--- src/alert_pkg.sv ---
// Shared constants and types for the reduced alert handler.
// Imported by every module of the design with a wildcard import
// in the module header.

package alert_pkg;

  //////////////////////////////////////////////////////////////////////
  // Sizes
  //////////////////////////////////////////////////////////////////////

  // Alert classes, each with its own accumulator and escalation FSM
  parameter int unsigned N_CLASSES = 4;

  // Escalation severities, one per phase
  parameter int unsigned N_ESC_SEV = 4;

  // Width of a class index
  parameter int unsigned CLASS_DW = 2;

  //////////////////////////////////////////////////////////////////////
  // Counter widths
  //////////////////////////////////////////////////////////////////////

  // Accumulation count and its threshold
  parameter int unsigned ACCU_CNT_DW = 8;

  // Cycles with a pending interrupt, and the timeout limit
  parameter int unsigned TIMEOUT_DW = 12;

  // Phase length count
  parameter int unsigned PHASE_DW = 12;

  // Escalation state encoding width
  parameter int unsigned ESC_STATE_DW = 3;

  //////////////////////////////////////////////////////////////////////
  // Escalation states
  //////////////////////////////////////////////////////////////////////

  // Idle until a trigger, then four timed phases and a terminal state
  // that is only left through a class clear
  typedef enum logic [ESC_STATE_DW-1:0] {
    StIdle     = 3'd0,
    StPhase0   = 3'd1,
    StPhase1   = 3'd2,
    StPhase2   = 3'd3,
    StPhase3   = 3'd4,
    StTerminal = 3'd5
  } esc_state_e;

  // Index of the last phase, used when leaving StPhase3
  parameter int unsigned LAST_PHASE = N_ESC_SEV - 1;

  // Phase p drives severities 0..p, so the request is a prefix mask
  // of p+1 ones
  typedef logic [N_ESC_SEV-1:0] esc_req_t;

endpackage

--- src/alert_handler_class.sv ---
// Alert classification for the alert handler.
// Maps each enabled alert to its class, keeps the sticky cause bits
// and the sticky per-class interrupts. Instantiated once by the top.

`timescale 1ns/1ps

module alert_handler_class
  import alert_pkg::*;
#(
  parameter int unsigned NAlerts = 8
) (
  input  logic                         clk_i,
  input  logic                         rst_i,
  input  logic [NAlerts-1:0]           alert_i,
  input  logic [NAlerts-1:0]           alert_en_i,
  input  logic [NAlerts*CLASS_DW-1:0]  alert_class_i,
  input  logic [N_CLASSES-1:0]         class_en_i,
  input  logic [N_CLASSES-1:0]         irq_clr_i,
  input  logic                         cause_clr_i,
  output logic [N_CLASSES-1:0]         class_trig_o,
  output logic [NAlerts-1:0]           cause_o,
  output logic [N_CLASSES-1:0]         irq_o
);

  // Alerts that are enabled and land in an enabled class
  logic [NAlerts-1:0] alert_hit;

  //////////////////////////////////////////////////////////////////////
  // Classification
  //////////////////////////////////////////////////////////////////////

  always_comb begin : p_classify
    logic [CLASS_DW-1:0] cls;
    class_trig_o = '0;
    alert_hit    = '0;
    for (int j = 0; j < NAlerts; j++) begin
      cls = alert_class_i[j*CLASS_DW +: CLASS_DW];
      alert_hit[j] = alert_i[j] & alert_en_i[j] & class_en_i[cls];
      class_trig_o[cls] = class_trig_o[cls] | alert_hit[j];
    end
  end

  //////////////////////////////////////////////////////////////////////
  // Sticky cause bits
  //////////////////////////////////////////////////////////////////////

  // Clear wins over a new hit in the same cycle
  always_ff @(posedge clk_i) begin
    if (rst_i) begin
      cause_o <= '0;
    end else if (cause_clr_i) begin
      cause_o <= '0;
    end else begin
      cause_o <= cause_o | alert_hit;
    end
  end

  //////////////////////////////////////////////////////////////////////
  // Sticky interrupts
  //////////////////////////////////////////////////////////////////////

  // One bit per class, cleared by its own irq_clr_i
  always_ff @(posedge clk_i) begin
    if (rst_i) begin
      irq_o <= '0;
    end else begin
      irq_o <= (irq_o | class_trig_o) & ~irq_clr_i;
    end
  end

endmodule

--- src/alert_handler_accu.sv ---
// Per-class alert accumulator.
// Counts class triggers, saturating at the maximum, and raises a
// trigger when an alert arrives with the count at or above threshold.

`timescale 1ns/1ps

module alert_handler_accu
  import alert_pkg::*;
(
  input  logic                   clk_i,
  input  logic                   rst_i,
  input  logic                   class_trig_i,
  input  logic                   clr_i,
  input  logic [ACCU_CNT_DW-1:0] thresh_i,
  output logic [ACCU_CNT_DW-1:0] accu_cnt_o,
  output logic                   accu_trig_o
);

  logic cnt_sat;

  // Counter stops at all ones
  assign cnt_sat = &accu_cnt_o;

  //////////////////////////////////////////////////////////////////////
  // Accumulation counter
  //////////////////////////////////////////////////////////////////////

  always_ff @(posedge clk_i) begin
    if (rst_i) begin
      accu_cnt_o <= '0;
    end else if (clr_i) begin
      accu_cnt_o <= '0;
    end else if (class_trig_i && !cnt_sat) begin
      accu_cnt_o <= accu_cnt_o + 1'b1;
    end
  end

  //////////////////////////////////////////////////////////////////////
  // Threshold trigger
  //////////////////////////////////////////////////////////////////////

  // Compared against the count before this alert is added, so with
  // threshold N the (N+1)-th alert is the first to trigger
  assign accu_trig_o = class_trig_i && (accu_cnt_o >= thresh_i);

endmodule

--- src/alert_handler_timeout.sv ---
// Per-class interrupt timeout counter.
// Counts cycles with a pending interrupt on an enabled class and
// signals a timeout once the limit is reached. Limit 0 disables it.

`timescale 1ns/1ps

module alert_handler_timeout
  import alert_pkg::*;
(
  input  logic                  clk_i,
  input  logic                  rst_i,
  input  logic                  irq_i,
  input  logic                  en_i,
  input  logic                  clr_i,
  input  logic [TIMEOUT_DW-1:0] timeout_cyc_i,
  output logic                  timeout_trig_o
);

  logic [TIMEOUT_DW-1:0] cnt_q;
  logic                  at_limit;

  assign at_limit = (cnt_q >= timeout_cyc_i);

  //////////////////////////////////////////////////////////////////////
  // Pending cycle counter
  //////////////////////////////////////////////////////////////////////

  // Restarts from zero whenever the interrupt is not pending,
  // holds once the limit is reached
  always_ff @(posedge clk_i) begin
    if (rst_i) begin
      cnt_q <= '0;
    end else if (clr_i || !irq_i) begin
      cnt_q <= '0;
    end else if (en_i && !at_limit) begin
      cnt_q <= cnt_q + 1'b1;
    end
  end

  // Timeout trigger
  assign timeout_trig_o = irq_i && en_i && (timeout_cyc_i != '0) && at_limit;

endmodule

--- src/alert_handler_esc_fsm.sv ---
// Per-class escalation state machine.
// Starts escalation on an accumulation or timeout trigger, steps
// through four timed phases and then holds in the terminal state
// until the class is cleared.

`timescale 1ns/1ps

module alert_handler_esc_fsm
  import alert_pkg::*;
(
  input  logic                 clk_i,
  input  logic                 rst_i,
  input  logic                 en_i,
  input  logic                 clr_i,
  input  logic                 accu_trig_i,
  input  logic                 timeout_trig_i,
  input  logic [PHASE_DW-1:0]  phase_cyc_i,
  output esc_state_e           esc_state_o,
  output logic [N_ESC_SEV-1:0] esc_req_o
);

  esc_state_e          state_d, state_q;
  logic [PHASE_DW-1:0] phase_cnt_d, phase_cnt_q;
  logic                esc_start;
  logic                phase_done;

  //////////////////////////////////////////////////////////////////////
  // Trigger combination
  //////////////////////////////////////////////////////////////////////

  // Either source starts escalation on an enabled class
  assign esc_start = en_i && (accu_trig_i || timeout_trig_i);

  // Last cycle of the current phase, phase_cyc+1 cycles in total
  assign phase_done = (phase_cnt_q >= phase_cyc_i);

  //////////////////////////////////////////////////////////////////////
  // Next state
  //////////////////////////////////////////////////////////////////////

  always_comb begin
    state_d     = state_q;
    phase_cnt_d = phase_cnt_q;

    unique case (state_q)
      StIdle: begin
        phase_cnt_d = '0;
        if (esc_start) begin
          state_d = StPhase0;
        end
      end

      StPhase0, StPhase1, StPhase2, StPhase3: begin
        if (phase_done) begin
          phase_cnt_d = '0;
          case (state_q)
            StPhase0: state_d = StPhase1;
            StPhase1: state_d = StPhase2;
            StPhase2: state_d = StPhase3;
            default:  state_d = StTerminal;
          endcase
        end else begin
          phase_cnt_d = phase_cnt_q + 1'b1;
        end
      end

      // Held until the class is cleared
      StTerminal: begin
        phase_cnt_d = '0;
      end

      default: begin
        state_d     = StIdle;
        phase_cnt_d = '0;
      end
    endcase

    // Class clear returns to idle from any state
    if (clr_i) begin
      state_d     = StIdle;
      phase_cnt_d = '0;
    end
  end

  //////////////////////////////////////////////////////////////////////
  // State and phase counter registers
  //////////////////////////////////////////////////////////////////////

  always_ff @(posedge clk_i) begin
    if (rst_i) begin
      state_q     <= StIdle;
      phase_cnt_q <= '0;
    end else begin
      state_q     <= state_d;
      phase_cnt_q <= phase_cnt_d;
    end
  end

  //////////////////////////////////////////////////////////////////////
  // Severity requests
  //////////////////////////////////////////////////////////////////////

  // Decoded from the registered state, one more severity per phase
  always_comb begin
    unique case (state_q)
      StPhase0:             esc_req_o = 4'b0001;
      StPhase1:             esc_req_o = 4'b0011;
      StPhase2:             esc_req_o = 4'b0111;
      StPhase3, StTerminal: esc_req_o = 4'b1111;
      default:              esc_req_o = 4'b0000;
    endcase
  end

  assign esc_state_o = state_q;

endmodule

--- src/alert_handler.sv ---
// Reduced alert handler top level.
// Classifies alert pulses into four classes, accumulates them, runs
// one escalation FSM per class and ORs the per-class requests into
// the escalation severity outputs.

`timescale 1ns/1ps

module alert_handler
  import alert_pkg::*;
#(
  parameter int unsigned NAlerts = 8
) (
  input  logic                            clk_i,
  input  logic                            rst_i,
  // Alert sources and their configuration
  input  logic [NAlerts-1:0]              alert_i,
  input  logic [NAlerts-1:0]              alert_en_i,
  input  logic [NAlerts*CLASS_DW-1:0]     alert_class_i,
  // Class configuration and clears
  input  logic [N_CLASSES-1:0]            class_en_i,
  input  logic [N_CLASSES-1:0]            class_clr_i,
  input  logic [N_CLASSES-1:0]            irq_clr_i,
  input  logic [N_CLASSES*ACCU_CNT_DW-1:0] accu_thresh_i,
  input  logic [N_CLASSES*TIMEOUT_DW-1:0] timeout_cyc_i,
  input  logic [N_CLASSES*PHASE_DW-1:0]   phase_cyc_i,
  // Status and interrupts
  output logic [NAlerts-1:0]              cause_o,
  output logic [N_CLASSES-1:0]            irq_o,
  output logic [N_CLASSES*ACCU_CNT_DW-1:0] accu_cnt_o,
  output esc_state_e [N_CLASSES-1:0]      esc_state_o,
  // Escalation severities
  output logic [N_ESC_SEV-1:0]            esc_o
);

  logic [N_CLASSES-1:0] class_trig;
  logic                 cause_clr;

  logic [N_CLASSES-1:0][N_ESC_SEV-1:0] class_esc_req;

  //////////////////////////////////////////////////////////////////////
  // Classification
  //////////////////////////////////////////////////////////////////////

  // Any class clear wipes all cause bits
  assign cause_clr = |class_clr_i;

  alert_handler_class #(
    .NAlerts(NAlerts)
  ) u_class (
    .clk_i,
    .rst_i,
    .alert_i,
    .alert_en_i,
    .alert_class_i,
    .class_en_i,
    .irq_clr_i,
    .cause_clr_i   ( cause_clr  ),
    .class_trig_o  ( class_trig ),
    .cause_o,
    .irq_o
  );

  //////////////////////////////////////////////////////////////////////
  // Per-class accumulation, timeout and escalation
  //////////////////////////////////////////////////////////////////////

  for (genvar k = 0; k < N_CLASSES; k++) begin : gen_classes
    logic accu_trig;
    logic timeout_trig;

    alert_handler_accu u_accu (
      .clk_i,
      .rst_i,
      .class_trig_i  ( class_trig[k]                                 ),
      .clr_i         ( class_clr_i[k]                                ),
      .thresh_i      ( accu_thresh_i[k*ACCU_CNT_DW +: ACCU_CNT_DW]   ),
      .accu_cnt_o    ( accu_cnt_o[k*ACCU_CNT_DW +: ACCU_CNT_DW]      ),
      .accu_trig_o   ( accu_trig                                     )
    );

    // Timeout runs while the class interrupt is pending
    alert_handler_timeout u_timeout (
      .clk_i,
      .rst_i,
      .irq_i          ( irq_o[k]                                   ),
      .en_i           ( class_en_i[k]                              ),
      .clr_i          ( class_clr_i[k]                             ),
      .timeout_cyc_i  ( timeout_cyc_i[k*TIMEOUT_DW +: TIMEOUT_DW]  ),
      .timeout_trig_o ( timeout_trig                               )
    );

    alert_handler_esc_fsm u_esc_fsm (
      .clk_i,
      .rst_i,
      .en_i           ( class_en_i[k]                          ),
      .clr_i          ( class_clr_i[k]                         ),
      .accu_trig_i    ( accu_trig                              ),
      .timeout_trig_i ( timeout_trig                           ),
      .phase_cyc_i    ( phase_cyc_i[k*PHASE_DW +: PHASE_DW]    ),
      .esc_state_o    ( esc_state_o[k]                         ),
      .esc_req_o      ( class_esc_req[k]                       )
    );
  end

  //////////////////////////////////////////////////////////////////////
  // Severity combining
  //////////////////////////////////////////////////////////////////////

  // Each severity is raised by any class requesting it
  always_comb begin
    esc_o = '0;
    for (int c = 0; c < N_CLASSES; c++) begin
      esc_o = esc_o | class_esc_req[c];
    end
  end

endmodule

--- config.mk ---
export PLATFORM = sky130hd
export DESIGN_NAME = alert_handler
export DESIGN_NICKNAME = d
export VERILOG_FILES = /design/src/alert_pkg.sv /design/src/alert_handler_class.sv /design/src/alert_handler_accu.sv /design/src/alert_handler_timeout.sv /design/src/alert_handler_esc_fsm.sv /design/src/alert_handler.sv
export SDC_FILE = /design/constraint.sdc
export NUM_CORES = 1
export LEC_CHECK = 0
export ABC_AREA = 1
export ABC_CLOCK_PERIOD_IN_PS = 14650
export BUFFER_PORTS_ARGS = -buffer_cell sky130_fd_sc_hd__buf_2
export CAP_MARGIN = 15
export CORE_MARGIN = 3
export CORE_UTILIZATION = 55
export CTS_BUF_LIST = sky130_fd_sc_hd__clkbuf_2 sky130_fd_sc_hd__clkbuf_4 sky130_fd_sc_hd__clkbuf_8
export CTS_CLUSTER_DIAMETER = 100
export CTS_CLUSTER_SIZE = 16
export DETAILED_ROUTE_END_ITERATION = 8
export GPL_TIMING_DRIVEN = 0
export PLACE_DENSITY = 0.83
export SYNTH_ARGS = -nofsm -noshare
export SYNTH_HDL_FRONTEND = slang
export SYNTH_HIERARCHICAL = 1
export SYNTH_SLANG_ARGS = --single-unit
--- constraint.sdc ---
create_clock -name clk_i -period 14.65 [get_ports clk_i]
set_clock_uncertainty 0.05 [all_clocks]
set_input_delay 2.93 -clock clk_i [delete_from_list [all_inputs] [get_ports clk_i]]
set_output_delay 2.93 -clock clk_i [all_outputs]
set_load 0.05 [all_outputs]
==> impl_metrics.tcl <==
set metrics [dict create \
    overflow 0 \
    grt_pass1_wl_um 55200 \
    fin_nets 2556 \
    grt_max_degree 18 \
    rsz0062_at_grt "false" \
    crit_slowest_cell "o21ai_0" \
    start_util_pct 56.4 \
    ctsResizeCount 0 \
    cp-startpoint "class_en_i[0]" \
    cp_data_arrival_time_ns 7.76 \
    power_density_nw_per_um2 68.3 \
    critPathMaxStageDelay_ns 0.40 \
    min_period_ns 7.46 \
    grt_pass1_vias 12500 \
    clockRootBuffer "clkbuf_8" \
    path_class "in2reg" \
    cts_made_buffers 17 \
    reg2reg_from "gen_classes[1].u_timeout/cnt_q[0]" \
    path_clk_slew_ns 0.09 \
    syn2layout_area_growth_pct 15.1 \
    cp_common_cell "nand3_1" \
    p_seq_share_pct 40.8 \
    status "finished clean" \
    cp-start-kind "input pin" \
    power_mw 1.05 \
    drive_gt1_share_pct 23.1 \
    slew_viol_final 0 \
    synth_nets 2304 \
    die_y_um 162 \
    routabilityCongestion 0.895 \
    synthCells 1990 \
    worst_slew_pin_slew_ns 0.755 \
    crit_family "simple AND/OR/NAND/NOR gates" \
    placed_area_um2 14900 \
    ys_types 41 \
    sw_frac_of_total_pct 34.6 \
    cts_buffer_depth 2 \
    pwr-share-clk_pct 35.0 \
    fin_setup_tns_ns 0 \
    p_int_mw 0.686 \
    port_buffers 233 \
    syn_avg_cell_area_um2 6.71 \
    holdCritPathClass "reg2reg" \
    synth_seq_cells 152 \
    ios 234 \
    drtAntennaViolNets 0 \
    vdd_drop_max_mv 0.0681 \
    clock_latency_ns 0.45 \
    first_pass_iters 8 \
    seq_area_frac_synth_pct 22.8 \
    hold_viol_final 0 \
    yosysWarningCount 6 \
    fmax_ghz 0.134 \
    required_ns 14.95 \
    clock_sinks 152 \
    power_leakage_nw 7.54 \
    worst-path-buf-inv 4 \
    final-setup-viol-count 0 \
    rows 56 \
    end_kind "register" \
    cts_hold_buf 0 \
    viasPerCell 5.27 \
    syn_area_um2 13400 \
    p_switching_mw 0.364 \
    post-dp-hpwl_um 26400 \
    antenna_found_initial 5 \
    cap_violations 0 \
    route.detailed.drc 0 \
    critPathMaxFanout 12 \
    dr.first_iter.drc_count 1039 \
    min_period_over_period_pct 51.0 \
    finalInstanceArea_um2 15400 \
    cts_max_level 4 \
    maxSlewHeadroom_pct 49.6 \
    hp-start "u_class/cause_o[1]" \
    cts_tree "done" \
    final_cell_mix "475 x nand2_1, 317 x inv_1, 237 x buf_2" \
    dieArea_um2 26200 \
    power_frac_comb_pct 24.2 \
    grt.total_usage_pct 24.8 \
    core_um2 23700 \
    vias 13600 \
    postCtsSetupBuffers 0 \
    finalWirelength_um 33500 \
    wl_per_cell_um 13.0 \
    dieWidth_um 162 \
    nFillCells 2116 \
    final_common_cell "nand2_1" \
]
metrics by stage:
stage	hold slack, ns	cells	utilization [%]	worst slack [ns]
after floorplan	0.377	1990	-	8.04
after global placement	0.385	2542	63.0	6.83
after detailed placement	0.393	2542	63.0	6.78
after CTS	0.408	2574	64.9	7.25
after global routing	0.436	2577	65.0	6.58
final	0.414	2577	65.0	7.19
area by class of cell:
class / instances / area (um^2) / area share, %
antenna: 3 / 7.51 / 0.0488
buffer: 33 / 284 / 1.85
clock buffer: 18 / 241 / 1.57
clock inverter: 14 / 209 / 1.36
inverter: 336 / 1260 / 8.20
multi-input combinational: 1469 / 8770 / 57.0
sequential: 152 / 3040 / 19.8
tap: 319 / 399 / 2.59
timing repair buffer: 233 / 1170 / 7.58
path summary, 6_finish.rpt:
kind / slack, ns / end / depth (start not counted)
hold reg to reg: 0.41 / u_class/cause_o[1] / 2
setup / recovery: 7.19 / gen_classes[1].u_esc_fsm/esc_state_o[1] / 42
hold / removal: 0.41 / u_class/cause_o[1] / 2
setup reg to reg: 11.79 / gen_classes[1].u_esc_fsm/esc_state_o[1] / 13
sequential cells by signal, summed over array words and instances, names as in the netlist:
signal	count
gen_classes.u_accu/accu_cnt_o	32
gen_classes.u_esc_fsm/esc_state_o	12
u_class/irq_o	4
gen_classes.u_timeout/cnt_q	48
u_class/cause_o	8
gen_classes.u_esc_fsm/phase_cnt_q	48
cell families (layout without fill, tap and decap cells):
| kind of cell | count (synthesis) | after routing | synth area share [%] |
|---|---|---|---|
| simple gates | 1075 | 1075 | 40.2 |
| buf+inv | 369 | 634 | 11.6 |
| compound gates | 206 | 206 | 9.24 |
| flops | 152 | 152 | 22.8 |
| fa+ha+maj | 140 | 140 | 13.1 |
| xor+xnor | 48 | 48 | 3.15 |
| other cells | 0 | 3 | 0 |
synthesized netlist by cell type, drive strengths merged:
cell type | number | share of area, %
a21o | 4 | 0.22
a21oi | 141 | 6.4
a22oi | 5 | 0.28
a31oi | 4 | 0.19
and3 | 6 | 0.34
buf | 25 | 1.9
clkbuf | 8 | 0.22
dfxtp | 152 | 23
ha | 140 | 13
inv | 336 | 9.4
nand2 | 518 | 15
nand3 | 144 | 6.7
nand3b | 20 | 1.1
nand4 | 83 | 3.9
nor2 | 247 | 9.9
nor3 | 20 | 0.90
nor3b | 8 | 0.60
nor4 | 12 | 0.56
o211ai | 3 | 0.17
o21ai | 40 | 1.5
o221ai | 3 | 0.20
o22ai | 6 | 0.28
or2 | 17 | 0.80
xnor2 | 8 | 0.52
xor2 | 40 | 2.6
power by group through the flow:
stage	Clock (mW)	Sequential [mW]	Combinational (mW)
floorplan	0	0.454	0.159
global placement	0	0.438	0.244
detailed placement	0	0.438	0.252
CTS	0.374	0.428	0.253
global route	0.389	0.429	0.282
finish	0.367	0.428	0.255
layer usage:
metal | track usage [%] | share of wire (%)
met1 | 31.2 | 45
met2 | 43.3 | 47
met3 | 4.85 | 6.2
met4 | 6.67 | 1.5
met5 | 0 | 0.081
worst min-delay path, cell delays in order, from the launching register on:
cell     delay, ns
dfxtp_1       0.32
inv_1         0.05
a21oi_1       0.05
Note: power is estimated with default switching activity, not from simulation.
